<file path="src/mf_params_pkg.sv">
`default_nettype none

// default sizes for the matched filter datapath
package mf_params_pkg;

    // width of one signed ADC sample
    localparam int INBITS = 12;

    // samples delivered together on every clock
    localparam int NSAMP = 8;

    // filter length; taps beyond lane index reach into the previous block
    localparam int NTAPS = 8;

    // signed coefficient width
    localparam int COEF_BITS = 8;

    // lane sum width
    // 12x8 bit products are 20 bits, eight of them need 3 more
    localparam int ACC_BITS = 24;

    // width of the output downshift field
    localparam int SHIFT_BITS = 4;

    // width of the coefficient index carried in a config write
    localparam int CFG_IDX_BITS = 3;

    // width of the data field carried in a config write
    localparam int CFG_DATA_BITS = 16;

endpackage

`default_nettype wire

</file>
<file path="src/mf_types_pkg.sv">
`default_nettype none

// types shared between the configuration path and the datapath
package mf_types_pkg;

    import mf_params_pkg::*;

    // configuration opcodes, zero is left as a no-op
    typedef enum logic [3:0] {
        CFG_NOP           = 4'h0,
        CFG_SET_COEF      = 4'h1,
        CFG_SET_SHIFT     = 4'h2,
        CFG_CLEAR_HISTORY = 4'h3
    } mf_cfg_op_e;

    // one configuration write, qualified by cfg_we_i
    typedef struct packed {
        mf_cfg_op_e                op;
        logic [CFG_IDX_BITS-1:0]   idx;
        logic [CFG_DATA_BITS-1:0]  data;
    } mf_cfg_wr_s;

    typedef logic signed [INBITS-1:0]   mf_sample_t;
    typedef logic signed [ACC_BITS-1:0] mf_acc_t;

    // one block of samples, lane 0 is the oldest sample in time
    typedef struct packed {
        logic                     valid;
        mf_sample_t [NSAMP-1:0]   samples;
    } mf_sample_blk_s;

    // one block of full precision lane sums
    typedef struct packed {
        logic                  valid;
        mf_acc_t [NSAMP-1:0]   sums;
    } mf_acc_blk_s;

endpackage

`default_nettype wire

</file>
<file path="src/mf_coef_regs.sv">
`timescale 1ns/10ps
`default_nettype none

// configuration registers for the matched filter
// holds the tap coefficients and the output downshift, and turns a
// clear request into a single cycle strobe towards the history
module mf_coef_regs
    import mf_types_pkg::*;
#(
    parameter int NTAPS      = 8,
    parameter int COEF_BITS  = 8,
    parameter int SHIFT_BITS = 4
) (
    input  wire logic                               aclk,
    input  wire logic                               arst_n_i,
    input  wire logic                               cfg_we_i,
    input  wire mf_cfg_wr_s                         cfg_wr_i,
    output logic      [NTAPS-1:0][COEF_BITS-1:0]    coef_o,
    output logic      [SHIFT_BITS-1:0]              shift_o,
    output logic                                    clear_o
);

    logic [NTAPS-1:0][COEF_BITS-1:0] coef_q;
    logic [SHIFT_BITS-1:0]           shift_q;
    logic                            clear_q;

    always_ff @(posedge aclk or negedge arst_n_i) begin
        if (!arst_n_i) begin
            coef_q  <= '0;
            shift_q <= '0;
            clear_q <= 1'b0;
        end else begin
            // clear is a strobe and drops unless requested again
            clear_q <= 1'b0;
            if (cfg_we_i) begin
                case (cfg_wr_i.op)
                    CFG_SET_COEF: begin
                        // only the low bits of data carry the coefficient
                        coef_q[cfg_wr_i.idx] <= cfg_wr_i.data[COEF_BITS-1:0];
                    end
                    CFG_SET_SHIFT: begin
                        shift_q <= cfg_wr_i.data[SHIFT_BITS-1:0];
                    end
                    CFG_CLEAR_HISTORY: begin
                        clear_q <= 1'b1;
                    end
                    default: begin
                        // nop and unknown opcodes leave the registers alone
                    end
                endcase
            end
        end
    end

    assign coef_o  = coef_q;
    assign shift_o = shift_q;
    assign clear_o = clear_q;

endmodule

`default_nettype wire

</file>
<file path="config.mk">
export PLATFORM = sky130hd
export DESIGN_NAME = mf_coef_regs
export DESIGN_NICKNAME = d
export VERILOG_FILES = /design/src/mf_params_pkg.sv /design/src/mf_types_pkg.sv /design/src/mf_coef_regs.sv
export SDC_FILE = /design/constraint.sdc
export NUM_CORES = 1
export LEC_CHECK = 0
export ABC_AREA = 0
export BUFFER_PORTS_ARGS = -buffer_cell sky130_fd_sc_hd__buf_2
export CORE_ASPECT_RATIO = 1.25
export CORE_UTILIZATION = 50
export CTS_BUF_LIST = sky130_fd_sc_hd__clkbuf_4 sky130_fd_sc_hd__clkbuf_8
export CTS_CLUSTER_SIZE = 40
export DETAILED_ROUTE_END_ITERATION = 7
export PLACE_DENSITY = 0.8
export SLEW_MARGIN = 20
export SYNTH_ARGS = -nofsm -noshare
export SYNTH_HDL_FRONTEND = slang
export SYNTH_SLANG_ARGS = --single-unit
</file>
<file path="constraint.sdc">
create_clock -name aclk -period 1.2 [get_ports aclk]
set_clock_uncertainty 0.15 [all_clocks]
set_input_delay 0.06 -clock aclk [delete_from_list [all_inputs] [get_ports aclk]]
set_output_delay 0.06 -clock aclk [all_outputs]
set_load 0.05 [all_outputs]
</file>
==> results of run 1 <==
==> state kept, by name (all words and copies together) (netlist names) <==
name and flops:
shift_o 4, clear_o 1, coef_o 64
==> through the flow <==
step                std cells  utilization [%]  hold WS (ns)  power (mW)
detailed placement        313            64.95      -0.04125       4.056
CTS                       340            70.63      0.003843       5.715
global placement          313            64.95      -0.04302       4.032
finish                    340            71.26       0.01433       5.681
floorplan                 156                -       -0.3856       3.643
global route              340            71.26       0.02280       5.927
==> cell families (layout without fill, tap and decap cells) <==
family / count (synthesis) / count (layout) / share of synthesized area (%)
multiplexers: 68 / 68 / 28.68
AND/OR/NAND/NOR: 17 / 17 / 5.810
buffers and inverters: 2 / 124 / 0.8434
flip-flops: 69 / 69 / 64.67
==> worst min-delay path by stage <==
stage                            end  slack (ns)  cells after the start
after floorplan              clear_o       -0.39                      0
after global placement    coef_o[23]       -0.04                      2
after detailed placement  coef_o[30]       -0.04                      2
after CTS                    clear_o       0.004                      3
after global routing         clear_o        0.02                      3
final                        clear_o        0.01                      3
==> per-layer routing <==
layer	part of all wire (%)	up-vias
met2	51	46
met5	0	-
met1	43	865
li1	-	801
met3	3.5	10
met4	2.3	0
==> cell usage after synthesis <==
master	instances	area [µm²]
nor2_1	1	3.750
nor2b_1	1	6.260
nor4b_2	1	15.01
and4_4	1	11.26
nor4b_4	1	23.77
and4bb_1	1	12.51
mux2_2	68	765.7
and4bb_2	2	25.02
nand2_1	3	11.26
dfrtp_1	69	1727
nand2_2	3	18.77
and4b_1	1	10.01
buf_6	2	22.52
and4_1	2	17.52
==> timing repair <==
action	in CTS	in global routing
buffers inserted	0	0
hold buffers	12	0
endpoints found under the setup margin	0	13
gates resized for setup	0	13
hold endpoints to repair	137	0
==> area by class of cell <==
| cell class | instances | area [µm²] |
|---|---|---|
| timing repair buffer | 109 | 690.7 |
| clock inverter | 2 | 10.01 |
| tap | 62 | 77.57 |
| fill | 372 | 1470 |
| clock buffer | 13 | 160.2 |
| sequential | 69 | 1727 |
| multi-input combinational | 85 | 980.9 |
==> report_power, final <==
group          total [mW]  internal [mW]  leakage (nW)  switching (mW)
registers            2.64           2.53         0.934           0.103
clock network        1.63          0.858        0.0935           0.769
logic                1.42          0.408         0.981            1.01
total                5.68           3.80          2.01            1.88
==> cells in the final DEF (no fill, tap or decap), types with 2 or more instances in the layout <==
master / count
nand2_1: 3
clkbuf_8: 10
dfrtp_1: 69
and4_1: 2
dlygate4sd3_1: 12
clkinv_2: 2
and4bb_2: 2
buf_4: 9
nand2_2: 3
mux2_4: 16
buf_12: 2
mux2_2: 52
clkbuf_4: 16
buf_2: 73
==> reports/metrics.cfg, run 1 <==
[grt]
grt_start_max_net_pins = 70
grt_pass1_vias = 1812
grt_busiest_layer = met2
grt_use_met1_pct = 29.49
met3_usage_pct = 4.372
grt_util_all_layers_pct = 22.83
gr-total-overflow = 0
met2_usage_pct = 35.91
antenna_found_initial = 0
grt_pass1_wl_um = 9252

[placement]
gp_congestion = 0.7688
io_buffers = 86
pre_cts_ws_ns = -0.2703
place_area_um2 = 3323
post-dp-hpwl_um = 3970

[clocking]
numCtsBuffers = 9
cts_tree = done
cts-htree-levels = 3
clkSlewWorstSetupHoldPaths_ns = 0.06
cts_buffer_depth = 2
cts.sinks = 69
clk_latency_ns = 0.33
cts_root_buf = clkbuf_8

[synthesis]
syn_inst = 156
synth_cell_types = 14
synth_nets = 182
netlist_area_um2 = 2670
synth.avg_cell_area_um2 = 17.12
ys_seq_area_share_pct = 64.67
synth-seq-cells = 69
ys_warn_count = 0

[timing]
setup_ws_ns = 0.02480
period_share_pct = 97.93
tightestPinTransition_ns = 0.3563
slew_headroom_pct = 76.25
setup_violations = 0
fin_crit_ns = 1.175
slew_violations = 0
hold_viol = 0
max_freq_mhz = 850.9
rsz0062_at_grt = no
fin_setup_tns_ns = 0

[die]
ios = 95
start_util_pct = 52.19
die_x_um = 67.36
die_y_um = 83.70
core_area_um2 = 5116
rows = 29
dieArea_um2 = 5638

[critical_path]
reg2reg_depth = 1
end_kind = primary output
path_buf_inv = 1
cp_top_family = flip-flops
reg2reg_slack_ns = 0.26
crit_chain = buf_2
timing.rr.end = coef_o[1]
cp-start-kind = flop
endpoint = coef_o[1]
critPathArrivalTime_ns = 0.97
worstReg2RegStart = coef_o[1]
crit_fanout = 2
startpoint = coef_o[1]
critPathSlowestCell = dfrtp_1
max_stage_delay_ns = 0.37
cp_num_cells = 1
crit_required_ns = 0.99
critPathKind = flop to primary output

[run_status]
status = finished, final reports clean

[routing]
drc = 0
ant_nets = 0
routedWlPerCell_um = 16.75
wl_um = 5695
viasPerCell = 5.065
firstDrtPassIters = 4
vias = 1722
drt_iter0_drc = 97

[finish]
nets = 300
final_area_um2 = 3646
antenna_cells = 0
syn_to_final_growth_pct = 36.55
layout-drive-gt1-share_pct = 67.63

[hold_path]
min_path_type = primary input to flop
hp-start = cfg_wr_i[19]

[pwr]
p_per_area_nw_per_um2 = 1558
irDropWorstVdd_mv = 0.9463
leakage_nw = 2.009

[run]
drv_cap = 0

No activity file was read; power rests on OpenSTA's default activity.
==> run 2: changes to the inputs <==
- CORE_UTILIZATION: 50 -> 51
- PLACE_DENSITY: 0.8 -> 0.82
==> run 2 against run 1 <==
  * Wire length increased by 0.40%
  * Die area decreased by 1.9%
  * Largest cell class unchanged
  * Largest power group unchanged
  * Setup slack improved by 0.013 ns
  * Critical endpoint is now coef_o[16]
==> reports/metrics.cfg, run 2 (synthesized netlist as in run 1, its figures left out) <==
[critical_path]
critPathSlowestCell = dfrtp_1
critPathArrivalTime_ns = 0.95  ; -0.02 ns
worstReg2RegStart = coef_o[61]
end_kind = primary output
cp-start-kind = flop
crit_chain = buf_2
critPathKind = flop to primary output
max_stage_delay_ns = 0.34  ; -0.03 ns
path_buf_inv = 1  ; unchanged
crit_fanout = 2  ; unchanged
timing.rr.end = coef_o[61]
reg2reg_slack_ns = 0.27  ; about the same
reg2reg_depth = 1  ; unchanged
cp_top_family = flip-flops
crit_required_ns = 0.99  ; about the same

[finish]
largest_register_ffs = 64  ; unchanged
fillerInstances = 333  ; -10%
antenna_cells = 0  ; unchanged
fin_cells = 339  ; -0.29%
nets = 299  ; -0.33%
syn_to_final_growth_pct = 38.80
final_area_um2 = 3706  ; +1.6%
final_common_cell = dfrtp_1
mostFrequentLayoutCells = dfrtp_1 (69), buf_2 (53), mux2_2 (52)
layout-drive-gt1-share_pct = 67.15  ; -0.48 points

[grt]
gr-total-overflow = 0  ; unchanged
grt_pass1_vias = 1819  ; +0.39%
grt_pass1_wl_um = 9142  ; -1.2%
grt_start_max_net_pins = 70  ; unchanged
antenna_found_initial = 0  ; unchanged
grt_util_all_layers_pct = 23.10  ; +0.26 points

[die]
die_y_um = 82.90  ; -0.96%
start_util_pct = 52.94  ; +0.75 points
dieArea_um2 = 5530  ; -1.9%
die_x_um = 66.72  ; -0.96%
core_area_um2 = 5044  ; -1.4%
rows = 29  ; unchanged
ios = 95  ; unchanged

[placement]
post-dp-hpwl_um = 3873  ; -2.4%
gp_congestion = 0.8342  ; +8.5%
dp.cells = 311  ; -0.64%
place_area_um2 = 3308  ; -0.45%
io_buffers = 86  ; unchanged

[timing]
max_freq_mhz = 860.4  ; +1.1%
hold_viol = 0  ; unchanged
slew_headroom_pct = 75.83  ; -0.42 points
tightestPinTransition_ns = 0.3626  ; +0.006325 ns
setup_violations = 0  ; unchanged
fin_crit_ns = 1.162  ; -0.01299 ns
slew_violations = 0  ; unchanged
period_share_pct = 96.85  ; -1.1 points
worst_hold_slack_ns = 0.1262  ; +0.1119 ns

[clocking]
post-cts-setup-buffers = 0  ; unchanged
cts_root_buf = clkbuf_8
clk_latency_ns = 0.34  ; about the same
clkSlewWorstSetupHoldPaths_ns = 0.06  ; about the same
cts.sinks = 69  ; unchanged
cts-htree-levels = 3  ; unchanged
cts_buffer_depth = 2  ; unchanged
numCtsBuffers = 9  ; unchanged
cts_tree = done

[pwr]
p_int_mw = 3.922  ; +3.2%
irDropWorstVdd_mv = 1.192  ; +26%
p_per_area_nw_per_um2 = 1568  ; +0.60%
power_frac_comb_pct = 24.8  ; about the same
power.net_switching_mw = 1.888  ; +0.37%
power.share.switching_pct = 32.49  ; -0.61 points
leakage_nw = 2.001  ; -0.36%
clkPwrFrac_pct = 29.8  ; +1.2 points
seq_power_share_pct = 45.4  ; -1.0 points

[routing]
wl_met1_um = 2429  ; -0.45%
dr.max_layer_used = met4
drc = 0  ; unchanged
drt_iter0_drc = 80  ; -18%
vias = 1732  ; +0.58%
routedWlPerCell_um = 16.87  ; +0.70%
ant_nets = 0  ; unchanged
firstDrtPassIters = 6  ; +2
viasPerCell = 5.109  ; +0.88%
wl_met2_um = 2904  ; -0.48%
wl_um = 5718  ; +0.40%
dr_wl_met3_um = 233  ; +15%

[run]
drv_cap = 0  ; unchanged

[run_status]
status = finished, final reports clean

[hold_path]
min_path_type = primary input to asynchronous set/reset pin

[run 2: per-layer routing]
layer	vias up	global-route usage, %
met3	12	7.280
met4	0	11.41
met1	872	29.40
met5	-	0
li1	801	-
met2	47	35.17
[run 2: worst max path at each step]
stage	startpoint	endpoint	slack (ns)	depth (start not counted)
after CTS	coef_o[20]	coef_o[20]	0.003	1
after global routing	coef_o[18]	coef_o[18]	-0.0003	1
final	coef_o[16]	coef_o[16]	0.04	1
after global placement	cfg_wr_i[21]	coef_o[31]	-0.24	5
after floorplan	cfg_wr_i[21]	coef_o[24]	-0.18	4
after detailed placement	cfg_wr_i[21]	coef_o[27]	-0.24	5
[run 2: cell type report]
type,instances,area (µm²),share of cell area [%]
Multi-Input combinational cell,85,980.9,26.47
Sequential cell,69,1727,46.59
Clock inverter,1,5.005,0.1350
Clock buffer,14,180.2,4.862
Tap cell,62,77.57,2.093
Timing Repair Buffer,108,735.7,19.85
[run 2: timing repair]
item / CTS / global route
resized for setup: 2 / 31
endpoints found under the hold margin: 138 / 0
endpoints found under the setup margin: 2 / 31
hold buffers: 13 / 0
[run 2: per-stage QoR]
step	util, %	setup TNS (ns)	setup slack (ns)	power, mW
2_1_floorplan	-	-2.019	-0.1783	3.643
6_report	73.48	0	0.03780	5.810
3_5_place_dp	65.59	-13.09	-0.2407	4.050
5_1_grt	73.48	-0.0002779	-0.0002779	6.041
3_3_place_gp	65.59	-12.29	-0.2382	4.023
4_1_cts	71.94	0	0.003053	5.818
[run 2: power groups by stage]
stage / registers [mW] / logic [mW] / clock network, mW
final: 2.64 / 1.44 / 1.73
after global routing: 2.66 / 1.50 / 1.88
after CTS: 2.64 / 1.41 / 1.77
after detailed placement: 2.68 / 1.37 / 0
after global placement: 2.67 / 1.35 / 0
after floorplan: 3.42 / 0.226 / 0
