**src/mf_params_pkg.sv**
```systemverilog
`default_nettype none

// default sizes for the matched filter datapath
package mf_params_pkg;

    // width of one signed ADC sample
    localparam int INBITS = 12;

    // samples delivered together on every clock
    localparam int NSAMP = 8;

    // filter length; taps beyond lane index reach into the previous block
    localparam int NTAPS = 8;

    // signed coefficient width
    localparam int COEF_BITS = 8;

    // lane sum width
    // 12x8 bit products are 20 bits, eight of them need 3 more
    localparam int ACC_BITS = 24;

    // width of the output downshift field
    localparam int SHIFT_BITS = 4;

    // width of the coefficient index carried in a config write
    localparam int CFG_IDX_BITS = 3;

    // width of the data field carried in a config write
    localparam int CFG_DATA_BITS = 16;

endpackage

`default_nettype wire

```
**src/mf_types_pkg.sv**
```systemverilog
`default_nettype none

// types shared between the configuration path and the datapath
package mf_types_pkg;

    import mf_params_pkg::*;

    // configuration opcodes, zero is left as a no-op
    typedef enum logic [3:0] {
        CFG_NOP           = 4'h0,
        CFG_SET_COEF      = 4'h1,
        CFG_SET_SHIFT     = 4'h2,
        CFG_CLEAR_HISTORY = 4'h3
    } mf_cfg_op_e;

    // one configuration write, qualified by cfg_we_i
    typedef struct packed {
        mf_cfg_op_e                op;
        logic [CFG_IDX_BITS-1:0]   idx;
        logic [CFG_DATA_BITS-1:0]  data;
    } mf_cfg_wr_s;

    typedef logic signed [INBITS-1:0]   mf_sample_t;
    typedef logic signed [ACC_BITS-1:0] mf_acc_t;

    // one block of samples, lane 0 is the oldest sample in time
    typedef struct packed {
        logic                     valid;
        mf_sample_t [NSAMP-1:0]   samples;
    } mf_sample_blk_s;

    // one block of full precision lane sums
    typedef struct packed {
        logic                  valid;
        mf_acc_t [NSAMP-1:0]   sums;
    } mf_acc_blk_s;

endpackage

`default_nettype wire

```
**src/mf_sample_history.sv**
```systemverilog
`timescale 1ns/10ps
`default_nettype none

// previous block storage
// lanes near the start of a block need samples from the block before,
// so the last accepted block is held here and shown next to the current one
module mf_sample_history
    import mf_types_pkg::*;
#(
    parameter int INBITS = 12,
    parameter int NSAMP  = 8
) (
    input  wire logic                           aclk,
    input  wire logic                           arst_n_i,
    input  wire logic                           clear_i,
    input  wire mf_sample_blk_s                 blk_i,
    output logic      [NSAMP-1:0][INBITS-1:0]   prev_o,
    output mf_sample_blk_s                      blk_o
);

    logic [NSAMP-1:0][INBITS-1:0] prev_q;

    // idle cycles keep the stored block, so gaps in the stream are invisible
    always_ff @(posedge aclk or negedge arst_n_i) begin
        if (!arst_n_i) begin
            prev_q <= '0;
        end else if (clear_i) begin
            // clear wins over an accept in the same cycle
            prev_q <= '0;
        end else if (blk_i.valid) begin
            prev_q <= blk_i.samples;
        end
    end

    // window is the live input plus the stored block, no added latency
    assign blk_o  = blk_i;
    assign prev_o = prev_q;

endmodule

`default_nettype wire

```
**config.mk**
```make
export PLATFORM = sky130hd
export DESIGN_NAME = mf_sample_history
export DESIGN_NICKNAME = d
export VERILOG_FILES = /design/src/mf_params_pkg.sv /design/src/mf_types_pkg.sv /design/src/mf_sample_history.sv
export SDC_FILE = /design/constraint.sdc
export NUM_CORES = 1
export LEC_CHECK = 0
export BUFFER_PORTS_ARGS = -buffer_cell sky130_fd_sc_hd__buf_2
export CAP_MARGIN = 10
export CORE_AREA = 2 2 115 117
export CTS_CLUSTER_SIZE = 30
export DETAILED_ROUTE_END_ITERATION = 7
export DIE_AREA = 0 0 117 119
export HOLD_SLACK_MARGIN = 0.08
export PLACE_DENSITY = 0.73
export SLEW_MARGIN = 20
export SYNTH_ARGS = -nofsm -noshare
export SYNTH_HDL_FRONTEND = slang
export SYNTH_SLANG_ARGS = --single-unit
```
**constraint.sdc**
```tcl
create_clock -name aclk -period 0.9 [get_ports aclk]
set_input_delay 0.135 -clock aclk [delete_from_list [all_inputs] [get_ports aclk]]
set_output_delay 0.135 -clock aclk [all_outputs]
set_load 0.05 [all_outputs]
```
==> results of run 1 <==
==> worst min-delay path by stage <==
stage,from,to,slack (ns)
after floorplan,arst_n_i,prev_o[0]$_DFFE_PN0P_,-0.16
after global routing,blk_i[60],prev_o[60]$_DFFE_PN0P_,0.09
after detailed placement,arst_n_i,prev_o[49]$_DFFE_PN0P_,0.16
after global placement,arst_n_i,prev_o[0]$_DFFE_PN0P_,0.15
final,blk_i[60],prev_o[60]$_DFFE_PN0P_,0.09
after CTS,blk_i[60],prev_o[60]$_DFFE_PN0P_,0.08
==> cell usage after synthesis (all sizes together) <==
cell    instances
mux2i          96
clkbuf          7
buf           112
dfrtp          96
nor2           96
==> per-stage QoR <==
stage	TNS, ns	hold WS [ns]
final	-13.02	0.0858
after global routing	-15.98	0.0909
after CTS	-14.63	0.0805
after detailed placement	-6.86	0.157
after global placement	-3.89	0.151
after floorplan	0	-0.161
==> final cells by class <==
| cell class | count | area [um2] | area share |
|---|---|---|---|
| clock buffers | 10 | 239 | 0.0313 |
| clock inverters | 6 | 58.8 | 0.00771 |
| multi-input cells | 192 | 1330 | 0.174 |
| flip-flops and latches | 96 | 2510 | 0.330 |
| well taps | 176 | 220 | 0.0289 |
| repair buffers | 412 | 3260 | 0.428 |
==> metal layers <==
| layer | vias to the layer above | track usage | share of wire | wire length (um) |
|---|---|---|---|---|
| li1 | 1832 | - | - | - |
| met1 | 1909 | 0.192 | 0.36 | 4840 |
| met2 | 175 | 0.354 | 0.55 | 7410 |
| met3 | 26 | 0.0402 | 0.055 | 740 |
| met4 | 0 | 0.0772 | 0.027 | 358 |
| met5 | - | 0 | 0 | 0 |
==> power groups by stage <==
stage	Sequential [uW]	Combinational (uW)	Clock (uW)
after CTS	4780	3820	3930
after floorplan	5670	1730	0
after detailed placement	4790	3230	0
after global routing	4810	4130	4070
after global placement	4790	3190	0
final	4790	3940	3810
==> kinds of logic after synthesis <==
logic type             Yosys count  share of synthesized area
AND/OR/NAND/NOR                 96                     0.0777
multiplexers                    96                      0.207
flip-flops                      96                      0.518
buffers and inverters          119                      0.197
==> what timing repair did <==
| action | 4_1_cts | 5_1_grt |
|---|---|---|
| gates resized for setup | 192 | 3 |
| setup buffers | 4 | 19 |
| setup endpoints to repair | 96 | 97 |
| hold buffers | 86 | 0 |
| hold endpoints to repair | 181 | 0 |
==> results by group, run 1 <==
GRT
  • Overall fraction of global-route tracks in use: 0.186
  • Pin count of the biggest net entering global routing: 54
  • Global-route wire length before repair: between 20 and 25 mm
  • Number of global-route vias before repair: ~4200
  • Antenna violations before repair: 0
  • Grt ovf: 0

Clock tree
  • Clock tree root buffer cell: clkbuf_16
  • Total number of H-tree levels: 3
  • Total clock sinks: 96
  • Clock-pin slew of the registers on the worst-case setup and hold paths: ~0.06 ns
  • Clk_lat worst skew: 0.33 ns
  • Clock Path Buffers: 2
  • CTS buffer count: 9
  • CTS tree: built

Power
  • Peak ir drop on the vdd network: 0.874 mV
  • Overall Power: 12500 uW
  • Power density over the cells: around 1600 mW/mm2
  • Clock share of power: 0.304
  • Combinational power share: 0.314
  • Switching pwr: approximately 4300 uW
  • Switching Share: 0.344
  • Internal power contribution: between 8000 and 9000 uW
  • Leakage component of the power: just under 0.004 uW
  • Part of the total power dissipated in sequential elements: 0.382

STA
  • Shortest clock period the worst path allows after layout: between 1 and 1.5 ns
  • Final Cycle Share: 1.17
  • Clock skew after layout: 0 ns
  • Number of pins exceeding their max-slew limit in the final report: 0
  • Transition time of the tightest slew-check pin: about 0.27 ns
  • RSZ-0062 raised after global routing: yes
  • PnR worst setup slack: -0.156 ns
  • Slew headroom: 0.820
  • Final hold violation count: 0
  • Maximum operating frequency: 947 MHz
  • Setup violators final: between 90 and 100

Yosys
  • Post-synth net total: ~510
  • Synthesized area per cell: about 11 um2
  • Share of synthesized area occupied by flip-flops and latches: 0.518
  • Synth Instances: slightly above 400
  • Library cell with the largest summed area after synthesis: dfrtp_1
  • Share of the synthesized area in the top cell type: 0.518
  • Warnings from Yosys: 0
  • Post-Syn Area: ~0.0046 mm2
  • Leading post-synthesis cells by cell area: dfrtp_1 52%, mux2i_1 21%, buf_4 17%
  • Seq cells post-synth: 96
  • Cell variety after synth: 9

Drt
  • Vias per cell: about 4.4
  • Via count: ~3900
  • Number of iterations in the first detailed-routing pass: 4
  • Number of nets with antenna violations after routing: 0
  • Wire length reported by the detailed router: between 10 and 15 mm
  • Average detailed-routed wire length per instance: 15.0 um
  • DRC violation total after the first TritonRoute iteration: slightly above 100
  • DRC errors left: 0

Placed design
  • Placed Cells: 767
  • Final GP Congestion: 0.788
  • DPL Wire Length: between 8 and 9 mm
  • PortBufs: between 200 and 300
  • Post-detailed-placement cell area: about 0.0057 mm2
  • Pre-CTS WS: -0.142 ns

Critical path
  • Arrival time of the worst setup path: just over 0.9 ns
  • Startpoint of the most critical setup path: prev_o[68]$_DFFE_PN0P_
  • Cell-by-cell trace of the critical path: buf_6
  • Critical R2R Launch: prev_o[88]$_DFFE_PN0P_
  • R2R Setup Slk: roughly 0.01 ns
  • Crit. path cell count: 1
  • Type of element launching the critical path: flop
  • Number of buffer and inverter stages on the critical path: 1
  • Depth of the worst register-to-register path: 3
  • Slowest Stage Delay on Critical Path: approximately 0.42 ns
  • Data required, critical path: 0.76 ns
  • Reg-to-reg critical path endpoint: prev_o[88]$_DFFE_PN0P_
  • Category of cells accounting for the largest share of critical-path delay: flip-flops
  • Capture point of the critical path: prev_o[68]
  • Setup crit end kind: primary output
  • Slowest cell on the critical path: dfrtp_2
  • Crit-path max FO: 2
  • Worst setup path class: flop to primary output

Die
  • Boundary pin count: slightly below 300
  • # rows: 42
  • Die Height: ~120 um
  • Initial Util: 0.360
  • Die Area: 0.0139 mm2
  • Std-Cell Core Area: ~0.013 mm2
  • Chip width: 117 um

Layout
  • Area added between synthesis and finish: 64.4%
  • Flip-flop count of the largest register after layout: 96
  • Non-filler cells in the finished layout: about 890
  • Total of fill cells in the finished design: 950
  • Utilization after layout: 0.592
  • Ratio of cells with drive above 1 in the final layout: 0.606
  • Commonest non-fill, non-tap cells in the layout: 194 x buf_2, 96 x nor2_1, 95 x buf_6
  • Post-route cell area: roughly 0.0076 mm2
  • Number of diodes added for antenna fixing: 0
  • Most frequent standard cell in the layout excluding fill and tap cells: buf_2
  • # nets final: 811

Run status
  • Outcome: complete, but fails checks
  • Violated checks: negative setup slack

Worst hold path
  • Cell count of the worst hold path: 3
  • Worst hold path class: input port to flop

Flow run
  • Max_cap viols: 0
Power figures use the tool's default switching activity.
==> run 2, diff against run 1 <==
ABC_AREA = 1   (was default)
CORE_AREA = 2 2 113 115   (was 2 2 115 117)
DIE_AREA = 0 0 115 117   (was 0 0 117 119)
PLACE_DENSITY = 0.74   (was 0.73)
==> results by group, run 2 <==
Run status
  • Outcome: complete, but fails checks
  • Violated checks: negative setup slack

Die
  • Boundary pin count: 293 (unchanged)
  • Initial Util: 0.366 (+0.00591)
  • Die Area: 0.0135 mm2 (-3.4%)
  • Std-Cell Core Area: 0.0123 mm2 (-4.4%)
  • Chip width: 115 um (-1.7%)
  • Die Height: 117 um (-1.7%)
  • # rows: 41 (-2.4%)

Yosys
  • Synth Instances: 514 (+26%)
  • Fraction of synthesized area in multiplexers: 0 (-0.207)
  • Cell variety after synth: 8 (-1)
  • Simple-Gate Fraction of Synth Area: 0.269 (+0.191)
  • Leading cell types by count after synthesis: 192 x nand2_1, 104 x buf_4, 96 x dfrtp_1, 96 x nand3_1, 15 x buf_2
  • Leading cell type by number of instances after synthesis: nand2_1
  • Seq cells post-synth: 96 (unchanged)
  • Post-Syn Area: 0.00451 mm2 (-2.8%)
  • Predominant post-synthesis flop cell: dfrtp_1
  • Synth Area in Compound Gates: 0 (unchanged)
  • Leading post-synthesis cells by cell area: dfrtp_1 53%, buf_4 17%, nand2_1 16%
  • Async set-or-reset flop fraction in the synthesized netlist: 1.00 (unchanged)
  • Share of synthesized area occupied by flip-flops and latches: 0.533 (+0.0150)
  • Synthesized area per cell: 8.77 um2 (-23%)
  • Share of the synthesized area in the top cell type: 0.533 (+0.0150)
  • Combinational family with the most area after synthesis: simple AND/OR/NAND/NOR gates
  • EDFF count, synth: 0 (unchanged)
  • Post-synthesis adder-cell area fraction: 0 (unchanged)
  • Library cell with the largest summed area after synthesis: dfrtp_1
  • Post-synth net total: 614 (+21%)
  • Warnings from Yosys: 0 (unchanged)
  • Parity-gate share of the synthesized area counting xor and xnor cells: 0 (unchanged)

Critical path
  • Setup crit end kind: primary output
  • R2R Setup Slk: 0.04 ns (+0.03 ns)
  • Depth of the worst register-to-register path: 4 (+1)
  • Worst setup path class: flop to primary output
  • Critical R2R Launch: prev_o[4]$_DFFE_PN0P_
  • Data required, critical path: 0.76 ns (about the same)
  • Type of element launching the critical path: flop
  • Capture point of the critical path: prev_o[26]
  • Category of cells accounting for the largest share of critical-path delay: flip-flops
  • Crit-path max FO: 2 (unchanged)
  • Startpoint of the most critical setup path: prev_o[26]$_DFFE_PN0P_
  • Arrival time of the worst setup path: 0.92 ns (about the same)
  • Reg-to-reg critical path endpoint: prev_o[4]$_DFFE_PN0P_
  • Slowest cell on the critical path: dfrtp_1
  • Number of buffer and inverter stages on the critical path: 1 (unchanged)
  • Cell-by-cell trace of the critical path: buf_6
  • Slowest Stage Delay on Critical Path: 0.41 ns (about the same)
  • Crit. path cell count: 1 (unchanged)

Power
  • Leakage component of the power: 0.00433 uW (+9.5%)
  • Combinational power share: 0.314 (about the same)
  • Power density over the cells: 1630 mW/mm2 (-0.98%)
  • Switching pwr: 4290 uW (-0.74%)
  • Peak ir drop on the vdd network: 1.06 mV (+22%)
  • Part of the total power dissipated in sequential elements: 0.379 (-0.003)
  • Clock share of power: 0.307 (+0.003)
  • Switching Share: 0.342 (-0.00238)
  • Internal power contribution: 8240 uW (+0.31%)

Clock tree
  • CTS tree: built
  • Total number of H-tree levels: 3 (unchanged)
  • Clock Path Buffers: 2 (unchanged)
  • Total clock sinks: 96 (unchanged)
  • Clock tree root buffer cell: clkbuf_16
  • Clk_lat worst skew: 0.33 ns (about the same)
  • Clock-pin slew of the registers on the worst-case setup and hold paths: 0.07 ns (about the same)
  • CTS buffer count: 9 (unchanged)

Placed design
  • DPL Wire Length: 7.93 mm (-1.8%)
  • Final GP Congestion: 0.752 (-4.5%)
  • PortBufs: 292 (unchanged)
  • Placed Cells: 836 (+9.0%)

STA
  • Clock skew after layout: 0 ns (unchanged)
  • Final Cycle Share: 1.17 (-0.00255)
  • Setup violators final: 96 (unchanged)
  • Shortest clock period the worst path allows after layout: 1.05 ns (-0.00229 ns)
  • Maximum operating frequency: 949 MHz (+0.22%)
  • Final hold violation count: 0 (unchanged)
  • Transition time of the tightest slew-check pin: 0.270 ns (+0.000305 ns)
  • Number of pins exceeding their max-slew limit in the final report: 0 (unchanged)
  • Slew headroom: 0.820 (about the same)
  • PnR worst setup slack: -0.154 ns (+0.00229 ns)
  • RSZ-0062 raised after global routing: yes
  • Min Hold Slack: 0.299 ns (+0.213 ns)

Layout
  • Commonest non-fill, non-tap cells in the layout: 194 x buf_2, 192 x nand2_1, 97 x dlygate4sd3_1
  • Total of fill cells in the finished design: 920 (-3.2%)
  • Utilization after layout: 0.625 (+0.0329)
  • Number of diodes added for antenna fixing: 0 (unchanged)
  • Ratio of cells with drive above 1 in the final layout: 0.432 (-0.174)
  • # nets final: 946 (+17%)
  • Flip-flop count of the largest register after layout: 96 (unchanged)
  • Most frequent standard cell in the layout excluding fill and tap cells: buf_2
  • Non-filler cells in the finished layout: 1001 (+12%)
  • Area added between synthesis and finish: 70.7%

GRT
  • Antenna violations before repair: 0 (unchanged)
  • Grt ovf: 0 (unchanged)
  • Number of global-route vias before repair: 4393 (+5.3%)
  • Pin count of the biggest net entering global routing: 54 (unchanged)
  • Global-route wire length before repair: 21.1 mm (+4.7%)
  • Overall fraction of global-route tracks in use: 0.198 (+0.0122)

Drt
  • DRC violation total after the first TritonRoute iteration: 343 (+240%)
  • Number of iterations in the first detailed-routing pass: 5 (+1)
  • Vias per cell: 4.67 (+5.7%)
  • Via count: 4677 (+19%)
  • Average detailed-routed wire length per instance: 14.4 um (-3.5%)
  • Wire length reported by the detailed router: 14.5 mm (+8.3%)
  • Number of nets with antenna violations after routing: 0 (unchanged)
  • DRC errors left: 0 (unchanged)

Worst hold path
  • Worst hold path class: input port to flop

Flow run
  • Max_cap viols: 0 (unchanged)
-- run 2: changes by cell type after synthesis, moves of 4 or more --
cell     change
buf_12       -4
mux2i_1     -96
nand3_1     +96
nand2_1    +192
nor2_1      -96
buf_2       +14
-- run 2: area by class of cell --
type,count,area [um2],area share
tap,150,188,0.0244
sequential,96,2400,0.312
clock inverter,3,40.0,0.00520
timing repair buffer,449,3590,0.466
inverter,1,3.75,0.000488
multi-input combinational,289,1210,0.158
clock buffer,13,260,0.0338
-- run 2: kinds of logic after synthesis --
logic type,Yosys count
and+or+nand+nor,289
DFF,96
buffers and inverters,129
-- run 2: metrics by stage --
step	cell area (um2)	total power [uW]	setup slack, ns	setup TNS (ns)
after floorplan	4510	7180	0.0459	0
after global placement	5430	7820	0.00267	0
after detailed placement	5430	7850	-0.0307	-0.465
after CTS	7460	12500	-0.158	-13.45
after global routing	7690	13100	-0.182	-15.28
final	7690	12500	-0.154	-11.89
-- run 2: metal layers --
metal / track usage / share of wire / vias to the layer above
met5: 0 / 0 / -
met4: 0.0731 / 0.016 / 0
met3: 0.0561 / 0.080 / 23
met2: 0.364 / 0.54 / 264
met1: 0.220 / 0.37 / 2202
li1: - / - / 2188
-- run 2: repair_timing --
| item | in CTS | in global routing |
|---|---|---|
| cloned | 0 | 0 |
| endpoints found under the hold margin | 192 | 0 |
| buffers inserted | 21 | 31 |
| endpoints found under the setup margin | 96 | 96 |
| hold buffers | 97 | 0 |
| resized for setup | 192 | 0 |
-- run 2: worst min-delay path by stage --
stage,end,slack (ns),cells after the start,from
global placement,prev_o[9]$_DFFE_PN0P_,0.15,2,arst_n_i
detailed placement,prev_o[9]$_DFFE_PN0P_,0.15,2,arst_n_i
global route,prev_o[70]$_DFFE_PN0P_,0.31,4,blk_i[96]
CTS,prev_o[69]$_DFFE_PN0P_,0.29,4,blk_i[96]
finish,prev_o[70]$_DFFE_PN0P_,0.30,5,clear_i
floorplan,prev_o[0]$_DFFE_PN0P_,-0.16,0,arst_n_i
-- run 2: power by group through the flow --
stage / clock [uW] / sequential, uW / combinational, uW
after global routing: 4170 / 4760 / 4130
after floorplan: 0 / 5620 / 1560
final: 3850 / 4750 / 3940
after detailed placement: 0 / 4750 / 3090
after CTS: 3980 / 4730 / 3780
after global placement: 0 / 4750 / 3070
==> run 3, diff against run 2 <==
clock period = 1.37 ns   (was 0.9 ns; I/O delays follow)
==> results by group, run 3 (synthesis results as in run 2) <==
STA
  • Transition time of the tightest slew-check pin: 0.518 ns (+0.248 ns)
  • Final Cycle Share: 0.874
  • Maximum operating frequency: about 840 MHz
  • Final hold violation count: 0 (unchanged)
  • Setup violators final: 0 (-100%)
  • Slew headroom: 0.655 (-0.165)
  • PnR worst setup slack: 0.172 ns (+0.326 ns)
  • Clock skew after layout: 0 ns (unchanged)
  • RSZ-0062 raised after global routing: no
  • Number of pins exceeding their max-slew limit in the final report: 0 (unchanged)
  • Shortest clock period the worst path allows after layout: 1.20 ns
  • Min Hold Slack: 0.107 ns (-0.192 ns)
  • Total Neg Setup Slack: 0 ns (+11.89 ns)

Layout
  • # nets final: 797 (-16%)
  • Flip-flop count of the largest register after layout: 96 (unchanged)
  • Commonest non-fill, non-tap cells in the layout: 290 x buf_2, 192 x nand2_1, 96 x nand3_1, 96 x dfrtp_1, 9 x clkbuf_16
  • Post-route cell area: 0.00572 mm2 (-26%)
  • Total of fill cells in the finished design: 1199 (+30%)
  • Number of diodes added for antenna fixing: 0 (unchanged)
  • Ratio of cells with drive above 1 in the final layout: 0.449 (+0.0163)
  • Most frequent standard cell in the layout excluding fill and tap cells: buf_2
  • Area added between synthesis and finish: 26.9%
  • Area used by multi-input combinational logic: 0.00121 mm2 (unchanged)
  • Register Area: 0.00240 mm2 (unchanged)

Critical path
  • Number of buffer and inverter stages on the critical path: 1 (unchanged)
  • Crit-path max FO: 2 (unchanged)
  • Setup crit end kind: primary output
  • Arrival time of the worst setup path: 0.99 ns (+0.07 ns)
  • Category of cells accounting for the largest share of critical-path delay: flip-flops
  • Slowest Stage Delay on Critical Path: 0.38 ns (-0.03 ns)
  • Type of element launching the critical path: flop
  • Data required, critical path: 1.16 ns (+0.40 ns)
  • Worst setup path class: flop to primary output
  • Cell-by-cell trace of the critical path: buf_2
  • Slowest cell on the critical path: dfrtp_1

Drt
  • Number of nets with antenna violations after routing: 0 (unchanged)
  • Number of iterations in the first detailed-routing pass: 4 (-1)
  • Vias per cell: 4.52 (-3.3%)
  • Average detailed-routed wire length per instance: 12.9 um (-10%)
  • DRC violation total after the first TritonRoute iteration: 233 (-32%)
  • DRC errors left: 0 (unchanged)
  • Via count: 3851 (-18%)
  • Wire length reported by the detailed router: 11.0 mm (-24%)

GRT
  • Overall fraction of global-route tracks in use: 0.157 (-0.0415)
  • Global-route wire length before repair: 16.8 mm (-20%)
  • Pin count of the biggest net entering global routing: 97 (+80%)
  • Grt ovf: 0 (unchanged)
  • Number of global-route vias before repair: 3530 (-20%)
  • Antenna violations before repair: 0 (unchanged)

Clock tree
  • Total number of H-tree levels: 3 (unchanged)
  • Clock-pin slew of the registers on the worst-case setup and hold paths: 0.07 ns (about the same)
  • CTS tree: built
  • Clock tree root buffer cell: clkbuf_16
  • Total clock sinks: 96 (unchanged)
  • Clock Path Buffers: 2 (unchanged)
  • CTS buffer count: 9 (unchanged)
  • Clk_lat worst skew: 0.33 ns (about the same)

Placed design
  • PortBufs: 292 (unchanged)
  • Post-detailed-placement cell area: 0.00541 mm2 (-0.37%)
  • Pre-CTS WS: 0.364 ns (+0.395 ns)
  • DPL Wire Length: 7.82 mm (-1.4%)
  • Final GP Congestion: 0.765 (+1.7%)

Die
  • Std-Cell Core Area: 0.0123 mm2 (unchanged)
  • Initial Util: 0.366 (unchanged)
  • Die Area: 0.0135 mm2 (unchanged)
  • Die Height: 117 um (unchanged)
  • # rows: 41 (unchanged)
  • Chip width: 115 um (unchanged)
  • Boundary pin count: 293 (unchanged)

Power
  • Switching pwr: 2680 uW (-37%)
  • Combinational power share: 0.265 (-0.049)
  • Leakage component of the power: 0.00353 uW (-18%)
  • Internal power contribution: 4900 uW (-41%)
  • Power density over the cells: 1320 mW/mm2 (-19%)
  • Part of the total power dissipated in sequential elements: 0.406 (+0.027)
  • Switching Share: 0.354 (+0.0119)
  • Clock share of power: 0.330 (+0.023)
  • Peak ir drop on the vdd network: 0.503 mV (-53%)

Worst hold path
  • Worst hold path class: input port to flop

Run status
  • Outcome: finished, final reports clean

Flow run
  • Max_cap viols: 0 (unchanged)
## run 3: cell types whose count changed in the layout (fill, tap and decap cells not counted), moves of 2 or more
| cell | change |
|---|---|
| buf_2 | +96 |
| clkinv_2 | -2 |
| buf_4 | -52 |
| buf_6 | -96 |
| clkinvlp_4 | +2 |
| dlygate4sd3_1 | -96 |
## run 3: worst register-to-register path, cell delays in order (launching register included)
cell     delay, ns
dfrtp_1       0.40
nand2_1       0.07
nand2_1       0.06
## run 3: worst paths after layout
kind | startpoint | to | slack, ns | cells past startpoint
max in group asynchronous | arst_n_i | prev_o[46]$_DFFE_PN0P_ | 0.50 | 3
min reg2reg | prev_o[81]$_DFFE_PN0P_ | prev_o[81]$_DFFE_PN0P_ | 0.46 | 2
max reg2reg | prev_o[50]$_DFFE_PN0P_ | prev_o[50]$_DFFE_PN0P_ | 0.72 | 2
min | blk_i[30] | prev_o[30]$_DFFE_PN0P_ | 0.11 | 3
min in group asynchronous | arst_n_i | prev_o[0]$_DFFE_PN0P_ | 0.45 | 3
max | prev_o[50]$_DFFE_PN0P_ | prev_o[50] | 0.17 | 1
## run 3: repair_timing
| item | 4_1_cts | 5_1_grt |
|---|---|---|
| hold endpoints to repair | 96 | 0 |
| endpoints found under the setup margin | 0 | 0 |
| setup buffers | 0 | 0 |
| gates resized for setup | 0 | 0 |
| hold buffers | 1 | 0 |
## run 3: routing by layer
layer,GRT usage,wire [um]
met5,0,0
met4,0.0482,95
met3,0.0391,750
met2,0.267,5410
met1,0.198,4770
## run 3: area by class of cell
cell class,count,area share
Clock buffer,12,0.0431
Sequential cell,96,0.420
Inverter,1,0.000656
Timing Repair Buffer,300,0.282
Clock inverter,4,0.00940
Multi-Input combinational cell,289,0.212
Tap cell,150,0.0328
## run 3: power groups by stage
stage	clock network (uW)	registers, uW	logic [uW]
6_report	2500	3070	2010
4_1_cts	2580	3070	2030
2_1_floorplan	0	3690	1030
3_3_place_gp	0	3120	2010
3_5_place_dp	0	3120	2020
5_1_grt	2710	3090	2130
## run 3: metrics by stage
| step | util | total power, uW | cells |
|---|---|---|---|
| detailed placement | 0.440 | 5150 | 835 |
| global route | 0.465 | 7920 | 852 |
| CTS | 0.465 | 7680 | 852 |
| floorplan | - | 4720 | 514 |
| finish | 0.465 | 7580 | 852 |
| global placement | 0.440 | 5130 | 835 |
